File: config.mk
export PLATFORM = sky130hd
export DESIGN_NAME = layer_cfg_regs
export DESIGN_NICKNAME = d
export VERILOG_FILES = /design/src/rtl/wl_pkg.sv /design/src/rtl/layer_cfg_regs.sv
export SDC_FILE = /design/constraint.sdc
export NUM_CORES = 1
export LEC_CHECK = 0
export ABC_AREA = 1
export BUFFER_PORTS_ARGS = -buffer_cell sky130_fd_sc_hd__buf_2
export CAP_MARGIN = 25
export CORE_ASPECT_RATIO = 1.75
export CORE_MARGIN = 2
export CORE_UTILIZATION = 52
export DETAILED_ROUTE_END_ITERATION = 12
export GPL_ROUTABILITY_DRIVEN = 1
export PLACE_DENSITY_LB_ADDON = 0.25
export SLEW_MARGIN = 20
export SYNTH_ARGS = -nofsm -noshare
export SYNTH_HDL_FRONTEND = slang
export SYNTH_SLANG_ARGS = --single-unit
File: constraint.sdc
create_clock -name clk -period 1.1 [get_ports clk]
set_input_delay 0.055 -clock clk [delete_from_list [all_inputs] [get_ports clk]]
set_output_delay 0.055 -clock clk [all_outputs]
set_load 0.01 [all_outputs]
File: src/rtl/wl_pkg.sv
package wl_pkg;

    // layer codes as written by the host into the descriptor
    typedef enum logic [1:0] {
        CONV_STANDARD = 2'd0,
        DEPTHWISE     = 2'd1,
        LINEAR        = 2'd2,
        POINTWISE     = 2'd3
    } layer_type_t;

    // PE array geometry
    localparam int PE_ROWS  = 8;
    localparam int PE_COLS  = 8;
    localparam int PE_NUM   = PE_ROWS * PE_COLS;   // 64 cells
    localparam int PE_SEL_W = $clog2(PE_NUM);      // readback select width

    // weights per layer, scaled down with the array
    localparam int WNUM_POINTWISE = PE_NUM;        // one weight per cell
    localparam int WNUM_LINEAR    = PE_NUM;
    localparam int WNUM_DEPTHWISE = 3 * 3 * 4;     // 3x3 kernel, 4 channels
    localparam int WNUM_STANDARD  = 3 * 3 * 4 * 4; // 3x3 kernel, 4 in x 4 out

    localparam int CNT_W  = 9;                     // holds up to WNUM_STANDARD + 1
    localparam int ADDR_W = 32;                    // byte address into the GLB

    localparam int GLB_DEPTH = 256;                // words
    localparam int GLB_AW    = $clog2(GLB_DEPTH);  // word address width

    // which byte of the GLB word goes out on a read
    typedef enum logic [1:0] {
        LOAD_1BYTE = 2'd0,
        LOAD_2BYTE = 2'd1,
        LOAD_3BYTE = 2'd2,
        LOAD_4BYTE = 2'd3
    } byte_type_t;

    // host writes the whole word, the read side picks one byte lane
    typedef union packed {
        logic [31:0]     word;
        logic [3:0][7:0] bytes;                    // bytes[0] is byte address 4n
    } glb_word_u;

    // descriptor register map
    localparam logic CFG_LAYER = 1'b0;
    localparam logic CFG_BASE  = 1'b1;

endpackage
File: src/rtl/layer_cfg_regs.sv
`timescale 1ns/10ps
module layer_cfg_regs (
    input  logic                 clk,
    input  logic                 rst_n,
    input  logic                 cfg_we_i,      // host register write strobe
    input  logic                 cfg_addr_i,    // CFG_LAYER or CFG_BASE
    input  logic [31:0]          cfg_wdata_i,
    input  logic                 start_i,       // one-cycle start strobe
    input  logic                 load_done_i,   // done from the controller ends the load
    output wl_pkg::layer_type_t  layer_type_o,  // descriptor in use by the load
    output logic [31:0]          base_addr_o,
    output logic                 load_state_o   // busy level
);

    wl_pkg::layer_type_t cfg_layer_q;           // host view of the descriptor
    logic [31:0]         cfg_base_q;
    logic                start_ok;

    assign start_ok = start_i && !load_state_o; // starts while busy are dropped

    // host-side descriptor registers
    always_ff @(posedge clk or negedge rst_n) begin
        if (!rst_n) begin
            cfg_layer_q <= wl_pkg::CONV_STANDARD;
            cfg_base_q  <= '0;
        end else if (cfg_we_i) begin
            if (cfg_addr_i == wl_pkg::CFG_LAYER)
                cfg_layer_q <= wl_pkg::layer_type_t'(cfg_wdata_i[1:0]);
            else
                cfg_base_q <= cfg_wdata_i;
        end
    end

    // active copy frozen at start so host writes during a load do no harm
    always_ff @(posedge clk or negedge rst_n) begin
        if (!rst_n) begin
            layer_type_o <= wl_pkg::CONV_STANDARD;
            base_addr_o  <= '0;
        end else if (start_ok) begin
            layer_type_o <= cfg_layer_q;
            base_addr_o  <= cfg_base_q;
        end
    end

    // load-state level set by start and cleared by done
    always_ff @(posedge clk or negedge rst_n) begin
        if (!rst_n)
            load_state_o <= 1'b0;
        else if (start_ok)
            load_state_o <= 1'b1;
        else if (load_done_i)
            load_state_o <= 1'b0;
    end

    // descriptor seen by the controller holds for the whole load
    a_desc_stable: assert property (@(posedge clk) disable iff (!rst_n)
        load_state_o && $past(load_state_o) |-> $stable(layer_type_o) && $stable(base_addr_o))
        else $error("descriptor changed during a load");

endmodule

-- After elaboration in Yosys (flattened, before gate mapping)
Index checks and enable logic that the tools add are counted.
- muxes and demuxes: 2
- bitwise logic cells: 1
- reductions and logical operators: 5
- operator list (operator ; count):
    $reduce_and A2 Y1 ; 2
    $mux W1 ; 2
    $reduce_bool A2 Y1 ; 1
    $logic_and A1 B1 Y1 ; 1
    $logic_not A1 Y1 ; 1
    $not A1 Y1 ; 1
- bits in registers: 69
- input bits: 38
- output and inout port bits: 35
- word-level logic and storage cells: 13

-- Longest topological paths before layout
- depth in word-level cells: 3
- depth in mapped cells: 5
- depth with buffers taken out: 4

-- Worst setup path after synthesis
Ideal clock, no wire load.
- path kind: reg2reg
- start: register load_state_o
- end: register base_addr_o[10]
- setup time: 0.117 ns
- arrival time: 0.834 ns
- required time: 0.983 ns
- setup slack: 0.150 ns
- stages on the path, launching flop included: 6
- path buffers: 1
- period minus slack after synthesis: 0.950 ns
- cell sequence: dfrtp_1 -> inv_4 -> nand2_8 -> buf_6 -> nand2_1 -> nand2_1
- word-level cells in the longest chain between the ends: 2
- RTL lines (item ; line ; RTL):
    start, declared ; layer_cfg_regs.sv:12 ; output logic load_state_o
    start signal, assigned ; layer_cfg_regs.sv:48 ; load_state_o <= 1'b0;
    start signal, assigned ; layer_cfg_regs.sv:50 ; load_state_o <= 1'b1;
    start signal, assigned ; layer_cfg_regs.sv:52 ; load_state_o <= 1'b0;
    $logic_not A1 Y1 ; layer_cfg_regs.sv:19 ; assign start_ok = start_i && !load_state_o;
    $logic_and A1 B1 Y1 ; layer_cfg_regs.sv:19 ;
    end signal, assigned ; layer_cfg_regs.sv:41 ; base_addr_o <= cfg_base_q;
    end, declared ; layer_cfg_regs.sv:11 ; output logic [31:0] base_addr_o,
No other way between the ends.
A chain may end at the register's enable or synchronous reset.

-- Worst setup path after layout
- start: register load_state_o
- end: register base_addr_o[15]
Same word-level chain as after synthesis.

==> flow_summary.json <==
{
  "hold_class": "in2reg",
  "synth_area_leaders": "dfrtp_1 (61%), nand2_1 (18%), nand3_1 (12%), buf_4 (3.7%), buf_6 (2.8%)",
  "status": "complete, no violations",
  "wirelength_mm": 6.24,
  "slowest_delay_ps": 400,
  "drc_errors": 0,
  "cts_tree": "yes",
  "pwr-share-comb_pct": 19.3,
  "grt_max_degree": 70,
  "ir_drop_uv": 1010,
  "drive_gt1_share_pct": 24.2,
  "viasPerCell": 5.16,
  "io_buffers": 72,
  "crit_family": "flip-flops",
  "internal_power_mw": 5.01,
  "hpwl_mm": 3.71,
  "slowest_stage": "dfrtp_1",
  "whs_ps": 81.7,
  "die_area_sq_mm": 0.00603,
  "maxCapViolCount": 0,
  "firstDrtPassIters": 5,
  "first_iter_violations": 76,
  "syn_avg_cell_area_sq_um": 9.37,
  "synth_top_area_cell": "dfrtp_1",
  "grt_use_total_pct": 22.7,
  "synth_ff_type": "dfrtp_1",
  "numCtsBuffers": 9,
  "fin_tns_setup_ps": 0,
  "io_pins": 73,
  "cp_num_buf_inv": 1,
  "drv_slew": 0,
  "leakage_nw": 2.08,
  "fmax_mhz": 994,
  "utilization_pct": 70.8,
  "gp_congestion": 0.757,
  "grt_overflow_total": 0,
  "crit_fanout": 35,
  "crit_required_ps": 1330,
  "clock_tree.root_cell": "clkbuf_8",
  "fin_skew_ps": 7.48,
  "start_util_pct": 53.5,
  "critPathMostFrequentCell": "nand2_1",
  "place_ws_ps": 79.1,
  "ys_async_sr_fraction_pct": 100,
  "end_kind": "register",
  "htreeDepth": 3,
  "worst_pin_slew_ps": 411,
  "synth_top_area_share_pct": 61.4,
  "placed_area_sq_mm": 0.00315,
  "synth_enable_flop_cells": 0,
  "post-route-worst-setup-slack_ps": 94.0,
  "report.final.setup_viol": 0,
  "area_delta_synth_final_pct": 32.4,
  "ant_nets": 0,
  "clk_pin_slew_ps": 70,
  "period_needed_ps": 1010,
  "die_h_um": 101,
  "synth.distinct_cells": 10,
  "clock_path_buffers": 2,
  "pwr-share-clk_pct": 34.1,
  "synthTopCellsByCount": "nand2_1 (137), dfrtp_1 (69), nand3_1 (68), buf_4 (14), buf_6 (7)",
  "cp.arrival_ps": 1240,
  "grt_pass1_vias": 2307,
  "worstSetupPathType": "reg2reg",
  "core-area_sq_mm": 0.00526,
  "syn-cell-area_sq_mm": 0.00281,
  "synth_most_common_cell": "nand2_1",
  "rows": 35,
  "cts-resized-gates": 0,
  "clock_sinks": 69,
  "rsz0062_at_grt": "false",
  "vias": 2392,
  "switchingPower_mw": 1.89,
  "drt-wirelength-per-cell_um": 13.4,
  "n_antenna_cell": 0,
  "synth_nets": 338,
  "grt_pass1_wl_mm": 10.0,
  "slew_headroom_pct": 72.6,
  "fp.dieW_um": 59.6,
  "fin_area_sq_mm": 0.00372,
  "start_kind": "register",
  "postSynthCellCount": 300,
  "antenna_found_initial": 0,
  "hold_viol_final": 0,
  "nets": 443,
  "swShare_pct": 27.4,
  "p_seq_share_pct": 46.6,
  "synth_warnings": 0,
  "clk-insertion-delay-late_ps": 340,
  "ys_seq_area_share_pct": 61.4,
  "finalCritPeriodShare_pct": 91.5,
  "power_density_mw_per_mm2": 1850,
  "synth-seq-cells": 69,
  "cp_cell_sequence": "inv_4 > nand2_8 > nand2_1 > nand2_1"
}
-- power by group through the flow --
stage	combinational [mW]	clock, mW	sequential (mW)
after floorplan	0.598	0	3.39
after global placement	1.22	0	3.25
after detailed placement	1.24	0	3.26
after CTS	1.34	2.40	3.22
after global routing	1.50	2.49	3.27
final	1.33	2.35	3.21
-- cells in the final DEF (no fill, tap or decap) --
| cell | count |
|---|---|
| nand2_1 | 137 |
| buf_2 | 72 |
| dfrtp_1 | 69 |
| nand3_1 | 68 |
| dlygate4sd3_1 | 34 |
| clkbuf_8 | 12 |
| buf_4 | 7 |
| bufinv_16 | 2 |
| buf_12 | 2 |
| nand2_4 | 1 |
| inv_4 | 1 |
| nand2_8 | 1 |
| inv_1 | 1 |
| o21ai_0 | 1 |
| clkinvlp_4 | 1 |
-- registers in the layout, indices dropped and copies added (netlist names) --
signal	count
cfg_base_q	32
load_state_o	1
layer_type_o	2
cfg_layer_q	2
base_addr_o	32
-- layout make-up --
class / count / area [sq um]
Clock buffer: 12 / 165
Clock inverter: 3 / 67.6
Fill cell: 438 / 1530
Inverter: 2 / 10.0
Multi-Input combinational cell: 208 / 891
Sequential cell: 69 / 1730
Tap cell: 55 / 68.8
Timing Repair Buffer: 115 / 793
-- tightest hold or removal path, stage by stage --
cell,delay [ps]
buf_2,190
nand3_1,90
nand2_1,50
-- path summary, 6_finish.rpt --
kind	start	end	slack, ps	depth (start not counted)
max reg2reg	load_state_o	base_addr_o[15]	90	4
min	cfg_we_i	cfg_base_q[27]	80	3
min reg2reg	base_addr_o[1]	base_addr_o[1]	460	2
max in group asynchronous	rst_n	base_addr_o[30]	550	3
min in group asynchronous	rst_n	base_addr_o[7]	260	3
max	load_state_o	base_addr_o[15]	90	4
-- cell families after synthesis --
kind of cell	synth area share [%]
AO/OA/AOI/OAI	0.178
buffers and inverters	6.90
flip-flops	61.4
AND/OR/NAND/NOR	31.5
-- through the flow --
step	instances	total power, mW
after global routing	464	7.27
after floorplan	300	3.98
after detailed placement	415	4.50
final	464	6.90
after global placement	415	4.47
after CTS	464	6.96
-- per-layer routing --
metal	routed length [um]	track usage, %
met5	0	0
met2	3270	38.8
met1	2390	24.0
met4	305	14.5
met3	268	5.75
-- timing repair --
item,in CTS,in global routing
setup buffers,0,0
hold buffers,34,0
endpoints found under the hold margin,104,0
Power figures use the tool's default switching activity.
