**config.mk**
```make
export PLATFORM = sky130hd
export DESIGN_NAME = weight_load_controller
export DESIGN_NICKNAME = d
export VERILOG_FILES = /design/src/rtl/wl_pkg.sv /design/src/rtl/weight_load_controller.sv
export SDC_FILE = /design/constraint.sdc
export NUM_CORES = 1
export LEC_CHECK = 0
export BUFFER_PORTS_ARGS = -buffer_cell sky130_fd_sc_hd__buf_4
export CORE_MARGIN = 2
export CORE_UTILIZATION = 55
export DETAILED_ROUTE_END_ITERATION = 12
export PLACE_DENSITY = 0.85
export SYNTH_ARGS = -nofsm -noshare
export SYNTH_HDL_FRONTEND = slang
export SYNTH_SLANG_ARGS = --single-unit
```
**constraint.sdc**
```tcl
create_clock -name clk -period 5.2 [get_ports clk]
set_input_delay 0.26 -clock clk [delete_from_list [all_inputs] [get_ports clk]]
set_output_delay 0.26 -clock clk [all_outputs]
set_load 0.02 [all_outputs]
```
**src/rtl/wl_pkg.sv**
```systemverilog
package wl_pkg;

    // layer codes as written by the host into the descriptor
    typedef enum logic [1:0] {
        CONV_STANDARD = 2'd0,
        DEPTHWISE     = 2'd1,
        LINEAR        = 2'd2,
        POINTWISE     = 2'd3
    } layer_type_t;

    // PE array geometry
    localparam int PE_ROWS  = 8;
    localparam int PE_COLS  = 8;
    localparam int PE_NUM   = PE_ROWS * PE_COLS;   // 64 cells
    localparam int PE_SEL_W = $clog2(PE_NUM);      // readback select width

    // weights per layer, scaled down with the array
    localparam int WNUM_POINTWISE = PE_NUM;        // one weight per cell
    localparam int WNUM_LINEAR    = PE_NUM;
    localparam int WNUM_DEPTHWISE = 3 * 3 * 4;     // 3x3 kernel, 4 channels
    localparam int WNUM_STANDARD  = 3 * 3 * 4 * 4; // 3x3 kernel, 4 in x 4 out

    localparam int CNT_W  = 9;                     // holds up to WNUM_STANDARD + 1
    localparam int ADDR_W = 32;                    // byte address into the GLB

    localparam int GLB_DEPTH = 256;                // words
    localparam int GLB_AW    = $clog2(GLB_DEPTH);  // word address width

    // which byte of the GLB word goes out on a read
    typedef enum logic [1:0] {
        LOAD_1BYTE = 2'd0,
        LOAD_2BYTE = 2'd1,
        LOAD_3BYTE = 2'd2,
        LOAD_4BYTE = 2'd3
    } byte_type_t;

    // host writes the whole word, the read side picks one byte lane
    typedef union packed {
        logic [31:0]     word;
        logic [3:0][7:0] bytes;                    // bytes[0] is byte address 4n
    } glb_word_u;

    // descriptor register map
    localparam logic CFG_LAYER = 1'b0;
    localparam logic CFG_BASE  = 1'b1;

endpackage
```
**src/rtl/weight_load_controller.sv**
```systemverilog
`timescale 1ns/10ps
module weight_load_controller (
    input  logic                             clk,
    input  logic                             rst_n,
    input  logic                             weight_load_state_i,     // busy level
    input  wl_pkg::layer_type_t              layer_type_i,
    input  logic [wl_pkg::ADDR_W-1:0]        weight_glb_base_addr_i,  // first weight byte
    output logic                             weight_load_web_o,       // 0 = read
    output logic [wl_pkg::ADDR_W-1:0]        weight_addr_o,           // byte address to GLB
    output wl_pkg::byte_type_t               weight_load_byte_type_o, // lane of the read word
    output logic [wl_pkg::PE_NUM-1:0]        w_load_en_o,             // one-hot cell enables
    output logic                             weight_load_done_o
);

    logic [wl_pkg::CNT_W-1:0]  weight_num;      // weights for this layer
    logic [wl_pkg::CNT_W-1:0]  weight_read_cnt; // cycles spent in load state
    logic                      pe_load;         // layer type that fills the array
    logic [wl_pkg::PE_NUM-1:0] en_d;

    // the controller never writes to the GLB
    assign weight_load_web_o = 1'b0;

    always_comb begin
        case (layer_type_i)
            wl_pkg::POINTWISE: weight_num = wl_pkg::CNT_W'(wl_pkg::WNUM_POINTWISE);
            wl_pkg::LINEAR:    weight_num = wl_pkg::CNT_W'(wl_pkg::WNUM_LINEAR);
            wl_pkg::DEPTHWISE: weight_num = wl_pkg::CNT_W'(wl_pkg::WNUM_DEPTHWISE);
            default:           weight_num = wl_pkg::CNT_W'(wl_pkg::WNUM_STANDARD);
        endcase
    end

    // only 1x1 style layers map one weight per cell
    assign pe_load = (layer_type_i == wl_pkg::POINTWISE) || (layer_type_i == wl_pkg::LINEAR);

    // counter is 0 in the first load-state cycle, idles at 0
    always_ff @(posedge clk or negedge rst_n) begin
        if (!rst_n)
            weight_read_cnt <= '0;
        else if (weight_load_state_i)
            weight_read_cnt <= weight_read_cnt + 1'b1;
        else
            weight_read_cnt <= '0;
    end

    // address is base at cnt 1, then base + cnt - 1
    always_ff @(posedge clk or negedge rst_n) begin
        if (!rst_n)
            weight_addr_o <= '0;
        else if (!weight_load_state_i)
            weight_addr_o <= '0;
        else if (weight_read_cnt == '0)
            weight_addr_o <= weight_glb_base_addr_i;
        else
            weight_addr_o <= weight_addr_o + 1'b1;
    end

    // lane follows the address by one cycle, lines up with the SRAM read data
    always_ff @(posedge clk or negedge rst_n) begin
        if (!rst_n)
            weight_load_byte_type_o <= wl_pkg::LOAD_1BYTE;
        else
            weight_load_byte_type_o <= wl_pkg::byte_type_t'(weight_addr_o[1:0]);
    end

    // byte for cell i arrives while cnt == i+2, so decode i+1 one cycle early
    always_comb begin
        for (int i = 0; i < wl_pkg::PE_NUM; i++) begin
            en_d[i] = weight_load_state_i && pe_load &&
                      (weight_read_cnt == wl_pkg::CNT_W'(i + 1));
        end
    end

    always_ff @(posedge clk or negedge rst_n) begin
        if (!rst_n)
            w_load_en_o <= '0;
        else
            w_load_en_o <= en_d;
    end

    // done lands after N+1 load-state cycles, lasts one cycle
    always_ff @(posedge clk or negedge rst_n) begin
        if (!rst_n)
            weight_load_done_o <= 1'b0;
        else
            weight_load_done_o <= weight_load_state_i && (weight_read_cnt == weight_num);
    end

    a_en_onehot: assert property (@(posedge clk) disable iff (!rst_n)
        $onehot0(w_load_en_o))
        else $error("w_load_en_o not one-hot: %h", w_load_en_o);

    // done only while the config block still holds load state
    a_done_in_load: assert property (@(posedge clk) disable iff (!rst_n)
        weight_load_done_o |-> weight_load_state_i)
        else $error("weight_load_done_o outside load state");

endmodule

```
Yosys cells after proc, flatten, opt, wreduce, memory -nomap -nowiden
Cells that the tools add are included.
- add/sub/neg operators: 2
- eq/ne operators: 68
- muxes and demuxes: 4
- reductions and logical operators: 69
- operators by type and width (cell ; number):
    equality test 9 x 6 -> 1 bit (second input constant) ; 32
    equality test 9 x 5 -> 1 bit (second input constant) ; 16
    equality test 9 x 4 -> 1 bit (second input constant) ; 8
    logical AND 1 bit ; 66
    2-to-1 mux 32 bit ; 2
    equality test 9 x 3 -> 1 bit (second input constant) ; 4
    adder 32 x 1 -> 32 bit (second input constant) ; 1
    equality test 9 x 2 -> 1 bit (second input constant) ; 2
    one-hot mux 8 bit (2 select lines) ; 1
    adder 9 x 1 -> 9 bit (second input constant) ; 1
    equality test 9 x 1 -> 1 bit (second input constant) ; 1
    equality test 9 x 7 -> 1 bit (second input constant) ; 1
    equality test 9 x 8 -> 1 bit ; 1
    zero test 9 bit ; 1
    2-to-1 mux 9 bit ; 1
    equality test 2 bit (second input constant) ; 2
    equality test 2 x 1 -> 1 bit (second input constant) ; 1
    OR reduction 2 bit ; 1
    logical OR 1 bit ; 1
- register bits: 108
- bits of input ports: 37
- output and inout bits: 100
- word-level logic and storage cells: 148

Logic depth before layout (Yosys ltp)
- depth after elaboration: 5
- depth in mapped cells: 8
- depth with buffers taken out: 6

Least setup slack after synthesis
No wires, ideal clock.
- kind: register to register
- start: register weight_read_cnt[5] (netlist bit)
- end: register weight_addr_o[10] (netlist bit)
- setup time: 0.150 ns
- arrival: 1.779 ns
- data required time: 5.050 ns
- path slack: 3.271 ns
- cell stages (with the launch flop): 9
- path buffers: 4
- period minus slack after synthesis: 1.929 ns
- path through: dfrtp_1 -> buf_6 -> or4_4 -> buf_6 -> nand4bb_1 -> buf_4 -> buf_2 -> nor2_1 -> a211oi_2
- longest elaborated chain between the ends: 3
- ends and longest elaborated chain (item ; RTL line ; text):
    start, declared ; weight_load_controller.sv:16 ; logic [wl_pkg::CNT_W-1:0] weight_read_cnt;
    start signal, assigned ; weight_load_controller.sv:40 ; weight_read_cnt <= weight_read_cnt + 1'b1;
    zero test 9 bit ; weight_load_controller.sv:51 ; else if (weight_read_cnt == '0)
    2-to-1 mux 32 bit ; weight_load_controller.sv:51 ;
    2-to-1 mux 32 bit ; weight_load_controller.sv:49 ; else if (!weight_load_state_i)
    end signal, assigned ; weight_load_controller.sv:52 ; weight_addr_o <= weight_glb_base_addr_i;
    end signal, assigned ; weight_load_controller.sv:54 ; weight_addr_o <= weight_addr_o + 1'b1;
    end, declared ; weight_load_controller.sv:9 ; output logic [wl_pkg::ADDR_W-1:0] weight_addr_o,
Every way passes these cells.

Final worst setup path
- start: register weight_read_cnt[4] (netlist bit)
- end: register weight_addr_o[23] (netlist bit)
The elaborated chain is that of the path after synthesis.

==> impl_metrics.ini <==
[critical_path]
critPathCaptureType = flop
crit_type = reg -> reg
worstPathArrival_ps = 3030
start_kind = flop
crit_required_ps = 5430
critPathMaxFanout = 63

[drt]
route.met2.wl_mm = 5.39
initialDrtViolationCount = 207
viasPerCell = 5.40
routedWlPerCell_um = 16.2
routed_wl_mm = 10.6
wl_met1_mm = 4.42
first_pass_iters = 4
drc = 0
via_count = 3527
ant_nets = 0
route.met3.wl_um = 516
top_layer = met4

[timing]
tightestPinTransition_ps = 1010
relSlewSlack = 0.329
period_needed_ps = 2800
setup_viol = 0
finalCritPeriodShare = 0.539
hold_viol_final = 0
setup_slack_ps = 2400
tns_ps = 0
grt_setup_unrepaired = no
clock_skew_ps = 14.9
drv_slew = 0
holdWs_ps = 132
max_freq_ghz = 0.357

[yosys]
async_reset_ff_frac = 1.00
ys_seq_area_frac = 0.597
synth_flop_cell = dfrtp_1
synth_edf_count = 0
yosysWarnings = 0
syn_avg_cell_area_um2 = 10.7
synth_area_um2 = 4530
synth-seq-cells = 108
synthCells = 423
synth_cell_types = 38
synthesis.nets = 465

[clock_network]
cts_tree = built
cts-root-buf = clkbuf_8
clk_latency_ps = 380
htree_levels = 3
cts_num_sinks = 108
clockBufferDepth = 2
numCtsBuffers = 9
path_clk_slew_ps = 100

[floorplan]
core_um2 = 8090
start_util = 0.560
rows = 33
ios = 137
die_y_um = 94.7
die_w_um = 94.7
dieArea_um2 = 8980

[global_route]
antenna_found_initial = 0
grt_pass1_vias = 3458
globalRouteOverflowTotal = 0
grt_max_degree = 85
grt_pass1_wl_mm = 17.2
grt.total_usage = 0.249

[placement]
pre_cts_ws_ps = 2430
place_congestion = 0.892
io_buffers = 135
dp_hpwl_mm = 7.37

[hold_path]
hp-class = in -> reg

[power_and_ir_drop]
vdd_drop_max_mv = 0.182
power_density_nw_per_um2 = 295
finalPower_uw = 1700
cellLeakagePower_uw = 0.00278
p_int_uw = 1180
clkPwrFrac = 0.307
pwr-share-comb = 0.147
p_seq_frac = 0.546
switching_share = 0.307
switching_power_uw = 522

[finish]
final_cell_mix = 136 x buf_4, 108 x dfrtp_1, 89 x nor2_1, 27 x xor2_1, 27 x nand2_1
drive_gt1_frac = 0.307
fin_nets = 585
diodes = 0
area_growth_pct = 27.2
layout_commonest_cell = buf_4

[run]
max_cap_violations = 0

[outcome]
status = finished, final reports clean
## per-stage QoR
stage | instances | cell area [µm²] | utilization
global placement | 636 | 5540 | 0.684
floorplan | 423 | 4530 | -
global route | 653 | 5760 | 0.712
CTS | 653 | 5760 | 0.712
detailed placement | 636 | 5540 | 0.684
finish | 653 | 5760 | 0.712
## metal layers
layer,track usage,vias to the layer above
met4,0.0725,0
met1,0.341,1740
met5,0,-
met3,0.0455,26
met2,0.409,109
li1,-,1652
## area by class of cell
| type | count | area (µm²) |
|---|---|---|
| Clock buffer | 9 | 124 |
| Clock inverter | 7 | 86.3 |
| Fill cell | 589 | 2330 |
| Inverter | 3 | 11.3 |
| Multi-Input combinational cell | 284 | 1670 |
| Sequential cell | 108 | 2700 |
| Tap cell | 105 | 131 |
| Timing Repair Buffer | 137 | 1030 |
## synthesized netlist by cell type (all sizes together) (10+ instances only)
cell / number / share of area
nor2: 89 / 0.074
nand3: 15 / 0.017
clkbuf: 16 / 0.013
buf: 12 / 0.022
o21ai: 20 / 0.022
dfrtp: 108 / 0.60
and3: 10 / 0.014
xnor2: 10 / 0.019
a211oi: 11 / 0.030
nand2: 27 / 0.022
nand4: 16 / 0.023
a21oi: 22 / 0.024
xor2: 27 / 0.052
## worst paths after layout
kind | cells after the start | end | from | slack, ps
max | 4 | weight_addr_o[23]$_DFF_PN0_ | weight_read_cnt[4]$_DFF_PN0_ | 2400
min | 3 | weight_addr_o[1]$_DFF_PN0_ | weight_glb_base_addr_i[1] | 130
max reg2reg | 4 | weight_addr_o[23]$_DFF_PN0_ | weight_read_cnt[4]$_DFF_PN0_ | 2400
min reg2reg | 0 | weight_load_byte_type_o[1]$_DFF_PN0_ | weight_addr_o[1]$_DFF_PN0_ | 480
max in group asynchronous | 3 | w_load_en_o[23]$_DFF_PN0_ | rst_n | 3550
min in group asynchronous | 2 | weight_addr_o[4]$_DFF_PN0_ | rst_n | 330
## timing repair
action,CTS,global route
hold buffers,1,0
endpoints found under the hold margin,24,0
buffers inserted,0,0
gates resized for setup,0,0
endpoints found under the setup margin,0,0
## cells by family (layout without fill, tap and decap cells)
group / after synthesis / after routing / synth area share
buf+inv: 31 / 156 / 0.0376
simple gates: 186 / 186 / 0.199
mux: 1 / 1 / 0.00221
compound gates: 54 / 54 / 0.0782
fa+ha+maj: 5 / 5 / 0.0138
flops: 108 / 108 / 0.597
xor+xnor: 37 / 37 / 0.0715
other cells: 1 / 1 / 0.000828
## sequential cells by signal, indices dropped and copies added (netlist names)
register                 flops
weight_addr_o               32
weight_read_cnt              9
weight_load_done_o           1
w_load_en_o                 64
weight_load_byte_type_o      2
## worst max-delay path, cell delays in order (launching register included)
cell,delay (ps)
dfrtp_1,500
or4_4,700
nand4bb_4,890
o21ai_0,480
a21oi_1,70
## power groups by stage
stage	Combinational (µW)	Clock [µW]	Sequential [µW]
floorplan	107	0	973
detailed placement	251	0	942
finish	250	522	927
global placement	244	0	941
global route	272	562	935
CTS	252	526	926
(Power assumes the default switching activity.)
