[src/rtl/wl_pkg.sv]
package wl_pkg;

    // layer codes as written by the host into the descriptor
    typedef enum logic [1:0] {
        CONV_STANDARD = 2'd0,
        DEPTHWISE     = 2'd1,
        LINEAR        = 2'd2,
        POINTWISE     = 2'd3
    } layer_type_t;

    // PE array geometry
    localparam int PE_ROWS  = 8;
    localparam int PE_COLS  = 8;
    localparam int PE_NUM   = PE_ROWS * PE_COLS;   // 64 cells
    localparam int PE_SEL_W = $clog2(PE_NUM);      // readback select width

    // weights per layer, scaled down with the array
    localparam int WNUM_POINTWISE = PE_NUM;        // one weight per cell
    localparam int WNUM_LINEAR    = PE_NUM;
    localparam int WNUM_DEPTHWISE = 3 * 3 * 4;     // 3x3 kernel, 4 channels
    localparam int WNUM_STANDARD  = 3 * 3 * 4 * 4; // 3x3 kernel, 4 in x 4 out

    localparam int CNT_W  = 9;                     // holds up to WNUM_STANDARD + 1
    localparam int ADDR_W = 32;                    // byte address into the GLB

    localparam int GLB_DEPTH = 256;                // words
    localparam int GLB_AW    = $clog2(GLB_DEPTH);  // word address width

    // which byte of the GLB word goes out on a read
    typedef enum logic [1:0] {
        LOAD_1BYTE = 2'd0,
        LOAD_2BYTE = 2'd1,
        LOAD_3BYTE = 2'd2,
        LOAD_4BYTE = 2'd3
    } byte_type_t;

    // host writes the whole word, the read side picks one byte lane
    typedef union packed {
        logic [31:0]     word;
        logic [3:0][7:0] bytes;                    // bytes[0] is byte address 4n
    } glb_word_u;

    // descriptor register map
    localparam logic CFG_LAYER = 1'b0;
    localparam logic CFG_BASE  = 1'b1;

endpackage
[src/rtl/pe_weight_array.sv]
`timescale 1ns/10ps
module pe_weight_array (
    input  logic                          clk,
    input  logic                          rst_n,
    input  logic [wl_pkg::PE_NUM-1:0]     w_load_en_i,  // one enable per cell, row-major
    input  logic [7:0]                    weight_i,     // byte from the GLB
    input  logic [wl_pkg::PE_SEL_W-1:0]   sel_i,        // readback cell
    output logic [7:0]                    weight_o
);

    localparam int ROW_W = $clog2(wl_pkg::PE_ROWS);
    localparam int COL_W = $clog2(wl_pkg::PE_COLS);

    logic [7:0] w_q [wl_pkg::PE_ROWS][wl_pkg::PE_COLS];
    logic [ROW_W-1:0] sel_row;
    logic [COL_W-1:0] sel_col;

    // every cell loads on its own enable, holds otherwise
    always_ff @(posedge clk or negedge rst_n) begin
        if (!rst_n) begin
            for (int r = 0; r < wl_pkg::PE_ROWS; r++) begin
                for (int c = 0; c < wl_pkg::PE_COLS; c++) begin
                    w_q[r][c] <= '0;
                end
            end
        end else begin
            for (int r = 0; r < wl_pkg::PE_ROWS; r++) begin
                for (int c = 0; c < wl_pkg::PE_COLS; c++) begin
                    if (w_load_en_i[r*wl_pkg::PE_COLS + c])
                        w_q[r][c] <= weight_i;
                end
            end
        end
    end

    // row-major select, upper bits are the row
    assign sel_row = sel_i[COL_W +: ROW_W];
    assign sel_col = sel_i[COL_W-1:0];

    assign weight_o = w_q[sel_row][sel_col];  // combinational readback

endmodule

[config.mk]
export PLATFORM = sky130hd
export DESIGN_NAME = pe_weight_array
export DESIGN_NICKNAME = d
export VERILOG_FILES = /design/src/rtl/wl_pkg.sv /design/src/rtl/pe_weight_array.sv
export SDC_FILE = /design/constraint.sdc
export NUM_CORES = 1
export LEC_CHECK = 0
export BUFFER_PORTS_ARGS = -buffer_cell sky130_fd_sc_hd__buf_2
export CAP_MARGIN = 20
export CORE_MARGIN = 2
export CORE_UTILIZATION = 35
export DETAILED_ROUTE_END_ITERATION = 10
export GPL_TIMING_DRIVEN = 0
export SLEW_MARGIN = 20
export SYNTH_ARGS = -nofsm -noshare
export SYNTH_HDL_FRONTEND = slang
export SYNTH_SLANG_ARGS = --single-unit
[constraint.sdc]
create_clock -name clk -period 3.9 [get_ports clk]
set_input_delay 0 -clock clk [delete_from_list [all_inputs] [get_ports clk]]
set_output_delay 0 -clock clk [all_outputs]
set_load 0.02 [all_outputs]
### After elaboration in Yosys (flattened, before gate mapping)

Index checks and enable logic that the tools add are counted.

* $add $sub $neg: 0
* multipliers: 0
* divide/modulo/power cells: 0
* order comparisons: 2
* eq/ne operators: 0
* shift-type cells: 0
* multiplexer cells: 6
* bitwise logic cells: 2
* reductions and logical operators: 0

Operators with widths (number)
* binary-select mux 64 bit (select 3 bit): 1
* two-way mux 64 bit: 2
* binary-select mux 8 bit (select 3 bit): 1
* two-way mux 8 bit: 2
* greater-or-equal comparator 4 bit (second input constant): 2
* inverter 3 -> 4 bit: 2

* bits in registers: 512
* bits in latches: 0
* RAM bits: 0
* ROM bits: 0
* input port bits: 80
* output and inout bits: 8
* logic and storage cells: 74
* memories kept: 0

### Longest topological paths before layout

Gate-level depths: netlist of run 1.

* depth after elaboration: 7
* mapped depth: 9
* depth with buffers taken out: 5

### Worst setup path before layout of run 1

Ideal clock, no wire load.

* path type: input to output
* from: input sel_i[3] (netlist name)
* to: output weight_o[1]
* arrival: 1.580 ns
* required time: 3.900 ns
* slack: 2.320 ns
* cell stages on the path: 8
* buffers on the path: 3
* cell sequence: buf_6 -> buf_6 -> buf_2 -> mux4_2 -> mux2i_1 -> a21oi_1 -> o21ai_1 -> o31ai_1

* cells in the longest elaborated chain, start to end: 7

RTL lines
* start, declared: line pe_weight_array.sv:7 `input logic [wl_pkg::PE_SEL_W-1:0] sel_i,`
* inverter 3 -> 4 bit (implied by the code): line pe_weight_array.sv:40 `assign weight_o = w_q[sel_row][sel_col];`
* binary-select mux 64 bit (select 3 bit): line pe_weight_array.sv:40
* two-way mux 64 bit (implied by the code) (2 in series): line pe_weight_array.sv:40
* binary-select mux 8 bit (select 3 bit): line pe_weight_array.sv:40
* two-way mux 8 bit (implied by the code) (2 in series): line pe_weight_array.sv:40
* end, declared: line pe_weight_array.sv:8 `output logic [7:0] weight_o`

Every way passes these cells. The select of a mux whose other input is x is not followed.

### Worst setup path in the final report of run 1

* from: input sel_i[5] (netlist name)
* to: output weight_o[4]

The elaborated chain is that of the path after synthesis.

==> metrics, run 1 <==
fin nets=between 1,500 and 2,000; P_sw=0.003441 W; initial core utilization=0.3530; post-synthesis sequential area ratio=0.5530; crit path DAT=roughly 3 ns; worst slew pin tran=between 1 and 1.5 ns; Clk network pwr share=0.393; Setup Fix Bufs, Post-CTS=0; worst r2r src=w_q[48]; Ports=88; total power=roughly 0.013 W; Max Clk Rate=332.9 MHz; Gate Count Post-Synth=1,448; Vias=13,790; Post-Layout Cell Count=2,473; num rows=94; Unique masters post-synth=30; initial antenna violation count=4; residual DRC count=0; Hold Crit Start=w_load_en_i[60]; Startpoint Class=primary input; Max-cap violations=0; sw frac=0.2592; first-pass GRT wire length=around 100,000 µm; share of layout cells above drive strength 1=0.4872; P_leak=about 11 nW; Synth Register Bits=~510; max FFs per register=~510; multi-input logic area=roughly 0.0096 mm²; hold path cells=2; critical path fanouts, max=10; Power Dens Cells=around 500 mW/mm²; slew margin rel.=0.2412; fillers=6,002; mapped cell area=0.02317 mm²; Die X=approximately 260 µm; Fin Hold WS=~0.0044 ns; VDD IR max=~330 µV; Data required, critical path=a little under 4 ns; Biggest register=w_q; area of the core=between 0.06 and 0.07 mm²; Final Critical Period=approximately 3.0 ns; Hold Violations, Final=0; Worst Path Class, Setup=in -> out; max-slew violations=0; Avg Cell Area, Syn=between 15 and 20 µm²; area occupied by registers=0.01281 mm²; Root Driver=clkbuf_16; Yosys warnings=0; Worst Hold Class=in -> reg; commonest non-fill, non-tap cell in the layout=mux2_2; Die Y-Extent=~260 µm; hold-fix buffer count after cts=45; Reg power frac=0.461; Max Clock Skew=0 ns; PortBufs=11; R2R cell count=1; GPL Wtd Cong=between 1 and 1.5; H-tree Lvls=2; r2r endpoint=w_q[48]; R2R Setup Slk=approximately 3 ns; post-route setup TNS=0 ns; Routed Wire Length=~73,000 µm; clock transition at the registers of the reported paths=0.06 ns; fin util=0.4072; DRT Pass-1 Iters=8; TritonCTS sink count=around 510; logic gate share of total power=0.146; Synthesized Nets=~1,500; total gr overflow=0; Starting DRT DRC Count=roughly 1,200; TritonCTS clock tree=yes; crit share post-route=0.7703; RSZ-0062 raised after global routing=false; hold path endpoint=w_q[30]; TritonCTS buffer count=53; most frequent cells in the layout=mux2_2 (517), dfrtp_1 (512), mux4_2 (132); ANT nets after route=0; total track usage=0.2154; die area=a little under 0.07 mm²; Clock Latency Late Sink=0.61 ns; registers with the most flip-flops=w_q x512; DR WL/cell=29.32 µm; Post-DP HPWL=between 50,000 and 60,000 µm; P_int=around 0.0098 W; outcome=complete, no violations; Area growth, synth to finish=15.35%; final setup vio count=0; vias in the first global route=between 10,000 and 15,000; post_cts resized=0; largest net degree at the start of global routing=between 90 and 100; Placed Instances=2,329; Max Root-Sink Buffers=3; Setup crit end kind=output pin; via density per instance=5.575
-- metrics by stage --
stage	instance area, µm²	setup WS (ns)
floorplan	23170	2.320
global placement	24300	-7.375
detailed placement	24480	1.110
CTS	26720	1.098
global route	26720	0.7698
finish	26730	0.8957
-- how the worst max path moves through the flow --
stage | to | startpoint
floorplan | weight_o[1] | sel_i[3]
global placement | w_q[105] | rst_n
detailed placement | weight_o[1] | sel_i[4]
CTS | weight_o[1] | sel_i[4]
global route | weight_o[1] | sel_i[4]
finish | weight_o[4] | sel_i[5]
-- cell usage after synthesis, drive strengths merged --
cell type | instances | area, µm²
and3 | 1 | 6.260
mux2 | 517 | 5822
o21ai | 13 | 65.06
a211oi | 7 | 52.55
nand3 | 2 | 10.01
o31ai | 7 | 52.55
a211o | 2 | 17.52
o22ai | 8 | 50.05
nand2b | 3 | 18.77
buf | 92 | 452.9
nand3b | 1 | 7.510
o221ai | 6 | 52.55
mux2i | 28 | 280.3
nor4 | 1 | 6.260
o2bb2ai | 1 | 8.760
nand2 | 5 | 18.77
a221o | 1 | 10.01
mux4 | 132 | 2973
nor2b | 3 | 18.77
a21oi | 15 | 75.07
a2111oi | 1 | 8.760
nor2 | 16 | 60.06
clkbuf | 71 | 266.5
dfrtp | 512 | 12810
nor3b | 2 | 15.01
o211ai | 1 | 7.510
-- power groups by stage --
stage,combinational [W],sequential [W],clock (W)
floorplan,0.00124,0.00610,0
global placement,0.00183,0.00618,0
detailed placement,0.00189,0.00621,0
CTS,0.00193,0.00611,0.00530
global route,0.00204,0.00618,0.00555
finish,0.00193,0.00612,0.00522
-- layout make-up --
| cell class | instances | area share |
|---|---|---|
| tap | 864 | 0.04045 |
| multi-input combinational | 773 | 0.3606 |
| timing repair buffer | 62 | 0.02584 |
| buffer | 163 | 0.02692 |
| clock inverter | 16 | 0.007818 |
| sequential | 512 | 0.4794 |
| antenna | 2 | 0.0001873 |
| clock buffer | 81 | 0.05880 |
-- worst max-delay path, cell delays in order --
cell	delay, ns
buf_2	0.15
buf_2	0.33
buf_4	0.28
buf_2	0.34
clkbuf_1	0.65
o21ai_1	0.14
a21oi_1	0.41
o21ai_1	0.12
o31ai_1	0.26
buf_2	0.31
-- cell families (layout without fill, tap and decap cells) --
group | count (synthesis) | count (layout) | synth area share
AOI/OAI and AO/OA | 62 | 62 | 0.01728
buffers and inverters | 163 | 322 | 0.03105
DFF | 512 | 512 | 0.5530
muxes | 677 | 677 | 0.3917
other | 0 | 2 | 0
and+or+nand+nor | 34 | 34 | 0.006967
-- metal layers --
layer  vias to the layer above  wire length (µm)  global-route usage  part of all wire
li1                       5606                 -                   -                 -
met1                      7639             32790              0.3070              0.45
met2                       417             31850              0.3201              0.44
met3                       121              5150             0.05101             0.071
met4                         4              2698             0.08033             0.037
met5                         -                28                   0           0.00039
(Power assumes the default switching activity.)
==> inputs of run 2 (changes only) <==
--- a/config.mk
+++ b/config.mk
@@ -5,6 +5,7 @@
 export SDC_FILE = /design/constraint.sdc
 export NUM_CORES = 1
 export LEC_CHECK = 0
+export ABC_AREA = 1
 export BUFFER_PORTS_ARGS = -buffer_cell sky130_fd_sc_hd__buf_2
 export CAP_MARGIN = 20
 export CORE_MARGIN = 2
==> constraint.sdc (replaced) <==
create_clock -name clk -period 2.6 [get_ports clk]
set_input_delay 0 -clock clk [delete_from_list [all_inputs] [get_ports clk]]
set_output_delay 0 -clock clk [all_outputs]
set_load 0.02 [all_outputs]
==> run 2 against run 1 <==
Setup slack worse by 0.54 ns; register-to-register slack lost 1.3 ns; area after synthesis increased by 5.4%; critical endpoint is now weight_o[1]; highest routed layer unchanged.
==> metrics, run 2 <==
Simple-Gate Fraction of Synth Area=0.1882 (was 0.006967); VDD IR max=487.5 µV (was 325.9 µV); registers with the most flip-flops=w_q x512 (unchanged); initial core utilization=0.3547 (was 0.3530); Placed Instances=3,288 (was 2,329); most common cell in the netlist=nand2_1 (was mux2_2); main combinational cell family by area after synthesis=multiplexers (unchanged); first-pass GRT wire length=129,200 µm (was 104,500 µm); cell area after layout=0.02827 mm² (was 0.02673 mm²); ys flop type=dfrtp_1 (unchanged); post-synthesis mux area share=0.2361 (was 0.3917); area occupied by registers=0.01281 mm² (unchanged); PortBufs=11 (unchanged); Area growth, synth to finish=15.78% (was 15.35%); worst r2r src=w_q[234] (was w_q[48]); Synth top area share=0.5248 (was 0.5530); GPL Wtd Cong=0.9531 (was 1.015); via density per instance=5.351 (was 5.575); Synth Area in XOR/XNOR=0 (unchanged); Gate Count Post-Synth=2,339 (was 1,448); Worst Path Class, Setup=reg -> out (was in -> out); Die Y-Extent=268.1 µm (was 261.3 µm); Synthesized Nets=2,419 (was 1,528); Compound-Gate Fraction of Synth Area=0 (was 0.01728); total track usage=0.2511 (was 0.2154); DRT Pass-1 Iters=5 (was 8); fillers=6,622 (was 6,002); Final Critical Period=2.248 ns; Biggest register=w_q (unchanged); final setup vio count=0 (unchanged); top post-synthesis cells by area=dfrtp_1 (52%), mux2_2 (24%), nand2_1 (10%), nand3_1 (8.9%), buf_6 (1.1%) (was dfrtp_1 (55%), mux2_2 (25%), mux4_2 (13%), mux2i_1 (1.2%), clkbuf_1 (1.2%)); hold-fix buffer count after cts=64 (was 45); total gr overflow=0 (unchanged); hold path endpoint=w_q[312] (was w_q[30]); Max Root-Sink Buffers=3 (unchanged); commonest non-fill, non-tap cell in the layout=nand2_1 (was mux2_2); Power Dens Cells=716.5 mW/mm² (was 496.8 mW/mm²); die area=0.07189 mm² (was 0.06827 mm²); multi-input logic area=0.01036 mm² (was 0.009637 mm²); Ports=88 (unchanged); hold path cells=2 (unchanged); crit share post-route=0.8645; Commonest cells post-synth=nand2_1 (648), dfrtp_1 (512), mux2_2 (512) (was mux2_2 (517), dfrtp_1 (512), mux4_2 (132)); R2R cell count=1 (unchanged); initial antenna violation count=4 (unchanged); Setup Fix Bufs, Post-CTS=0 (unchanged); Hold Crit Start=w_load_en_i[24] (was w_load_en_i[60]); Startpoint Class=register (was primary input); DR WL/cell=25.91 µm (was 29.32 µm); P_leak=12.36 nW (was 10.69 nW); Routed Wire Length=89,510 µm (was 72,520 µm); post-synthesis sequential area ratio=0.5248 (was 0.5530); Setup crit end kind=output pin (unchanged); Max Clk Rate=approximately 440 MHz; Clock Latency Late Sink=0.61 ns (about the same); Post-DP Area=0.02583 mm² (was 0.02448 mm²); ANT nets after route=0 (unchanged); Data required, critical path=2.60 ns (was 3.90 ns); vias in the first global route=18,490 (was 14,490); max-slew violations=0 (unchanged); outcome=complete, no violations (unchanged); Hold Violations, Final=0 (unchanged); max FFs per register=512 (unchanged); Worst Hold Class=in -> reg (unchanged); area of the core=0.06883 mm² (was 0.06563 mm²); R2R Setup Slk=1.78 ns (was 3.04 ns); H-tree Lvls=2 (unchanged); Max Clock Skew=0 ns (unchanged); Root Driver=clkbuf_16 (unchanged); Max-cap violations=0 (unchanged); r2r endpoint=w_q[234] (was w_q[48]); residual DRC count=0 (unchanged); Starting DRT DRC Count=1,956 (was 1,210); Synth Register Bits=512 (unchanged); RSZ-0062 raised after global routing=false (unchanged); largest area contributor in the synthesized netlist=dfrtp_1 (unchanged); mapped cell area=0.02442 mm² (was 0.02317 mm²); largest net degree at the start of global routing=98 (was 94); Die X=268.1 µm (was 261.3 µm); TritonCTS sink count=512 (unchanged); Yosys warnings=0 (unchanged); num rows=96 (was 94); Post-DP HPWL=64,740 µm (was 50,400 µm); Vias=18,490 (was 13,790); TritonCTS buffer count=54 (was 53); TritonCTS clock tree=yes (unchanged); crit path DAT=2.25 ns (was 3.00 ns); slew margin rel.=0.1997 (was 0.2412); Unique masters post-synth=14 (was 30); critical path fanouts, max=2 (was 10); Adder-Cell Fraction of Synth Area=0 (unchanged); share of layout cells above drive strength 1=0.2840 (was 0.4872); post_cts resized=0 (unchanged); Avg Cell Area, Syn=10.44 µm² (was 16.00 µm²); Post-Layout Cell Count=3,455 (was 2,473); most frequent cells in the layout=nand2_1 (648), mux2_2 (512), dfrtp_1 (512) (was mux2_2 (517), dfrtp_1 (512), mux4_2 (132)); fin nets=2,557 (was 1,645); worst slew pin tran=1.200 ns (was 1.138 ns); Synth async-reset ratio=1.000 (unchanged); Post-synth EDFFs=0 (unchanged); clock transition at the registers of the reported paths=0.06 ns (about the same)
-- run 2: cell count changes in the layout (fill, tap and decap cells not counted), sizes merged, moves of 7 or more --
cell	previous run	this run
dlygate4sd3	44	63
o21ai	13	0
nor2	16	0
buf	110	181
o31ai	7	0
a211oi	7	0
nand3	2	432
a21oi	15	0
nand2	5	648
mux4	132	0
mux2i	28	0
o22ai	8	0
-- run 2: kinds of logic after synthesis --
kind of cell	Yosys count
simple gates	1080
mux	512
flops	512
buf+inv	235
-- run 2: worst max-delay path by stage --
stage,from,end,depth (start not counted)
after floorplan,sel_i[3],weight_o[0],12
after global placement,rst_n,w_q[153],1
after detailed placement,weight_i[1],w_q[233],3
after CTS,w_q[394],weight_o[2],9
after global routing,w_q[394],weight_o[2],9
final,w_q[81],weight_o[1],9
-- run 2: layout make-up --
class,instances,area share
Antenna cell,3,0.0002656
Buffer,229,0.04302
Clock buffer,79,0.05612
Clock inverter,21,0.007037
Inverter,6,0.0009737
Multi-Input combinational cell,1592,0.3665
Sequential cell,512,0.4532
Tap cell,931,0.04121
Timing Repair Buffer,82,0.03169
-- run 2: worst max-delay path, stage by stage, from the launching register on --
cell     delay, ns
dfrtp_1       0.36
nand2_1       0.06
nand3_1       0.13
nand3_1       0.24
nand2_1       0.14
nand2_1       0.06
nand3_1       0.09
nand3_1       0.12
nand2_1       0.23
buf_2         0.22
-- run 2: where the power goes --
part / total [W] / switching [W] / leakage, nW / internal [W]
logic: 0.00316 / 0.00188 / 5.50 / 0.00128
clock network: 0.00789 / 0.00336 / 0.881 / 0.00452
registers: 0.00921 / 0.000439 / 5.99 / 0.00877
-- run 2: through the flow --
stage | hold WS (ns) | power [W] | TNS, ns | setup WS, ns | util
2_1_floorplan | -0.2956 | 0.01112 | 0 | 1.590 | -
3_3_place_gp | 0.4894 | 0.01224 | -4435.60 | -8.758 | 0.3725
3_5_place_dp | -0.07245 | 0.01238 | 0 | 0.5190 | 0.3752
4_1_cts | 0.004317 | 0.02029 | 0 | 0.4092 | 0.4106
5_1_grt | 0.03131 | 0.02099 | 0 | 0.2377 | 0.4107
6_report | 0.02562 | 0.02026 | 0 | 0.3522 | 0.4107
-- run 2: routing by layer --
layer,up-vias,GRT usage,routed length (µm)
met5,-,0,13
met3,132,0.06020,7002
met4,2,0.07882,2737
met1,9530,0.3525,40060
met2,673,0.3827,39700
li1,8149,-,-
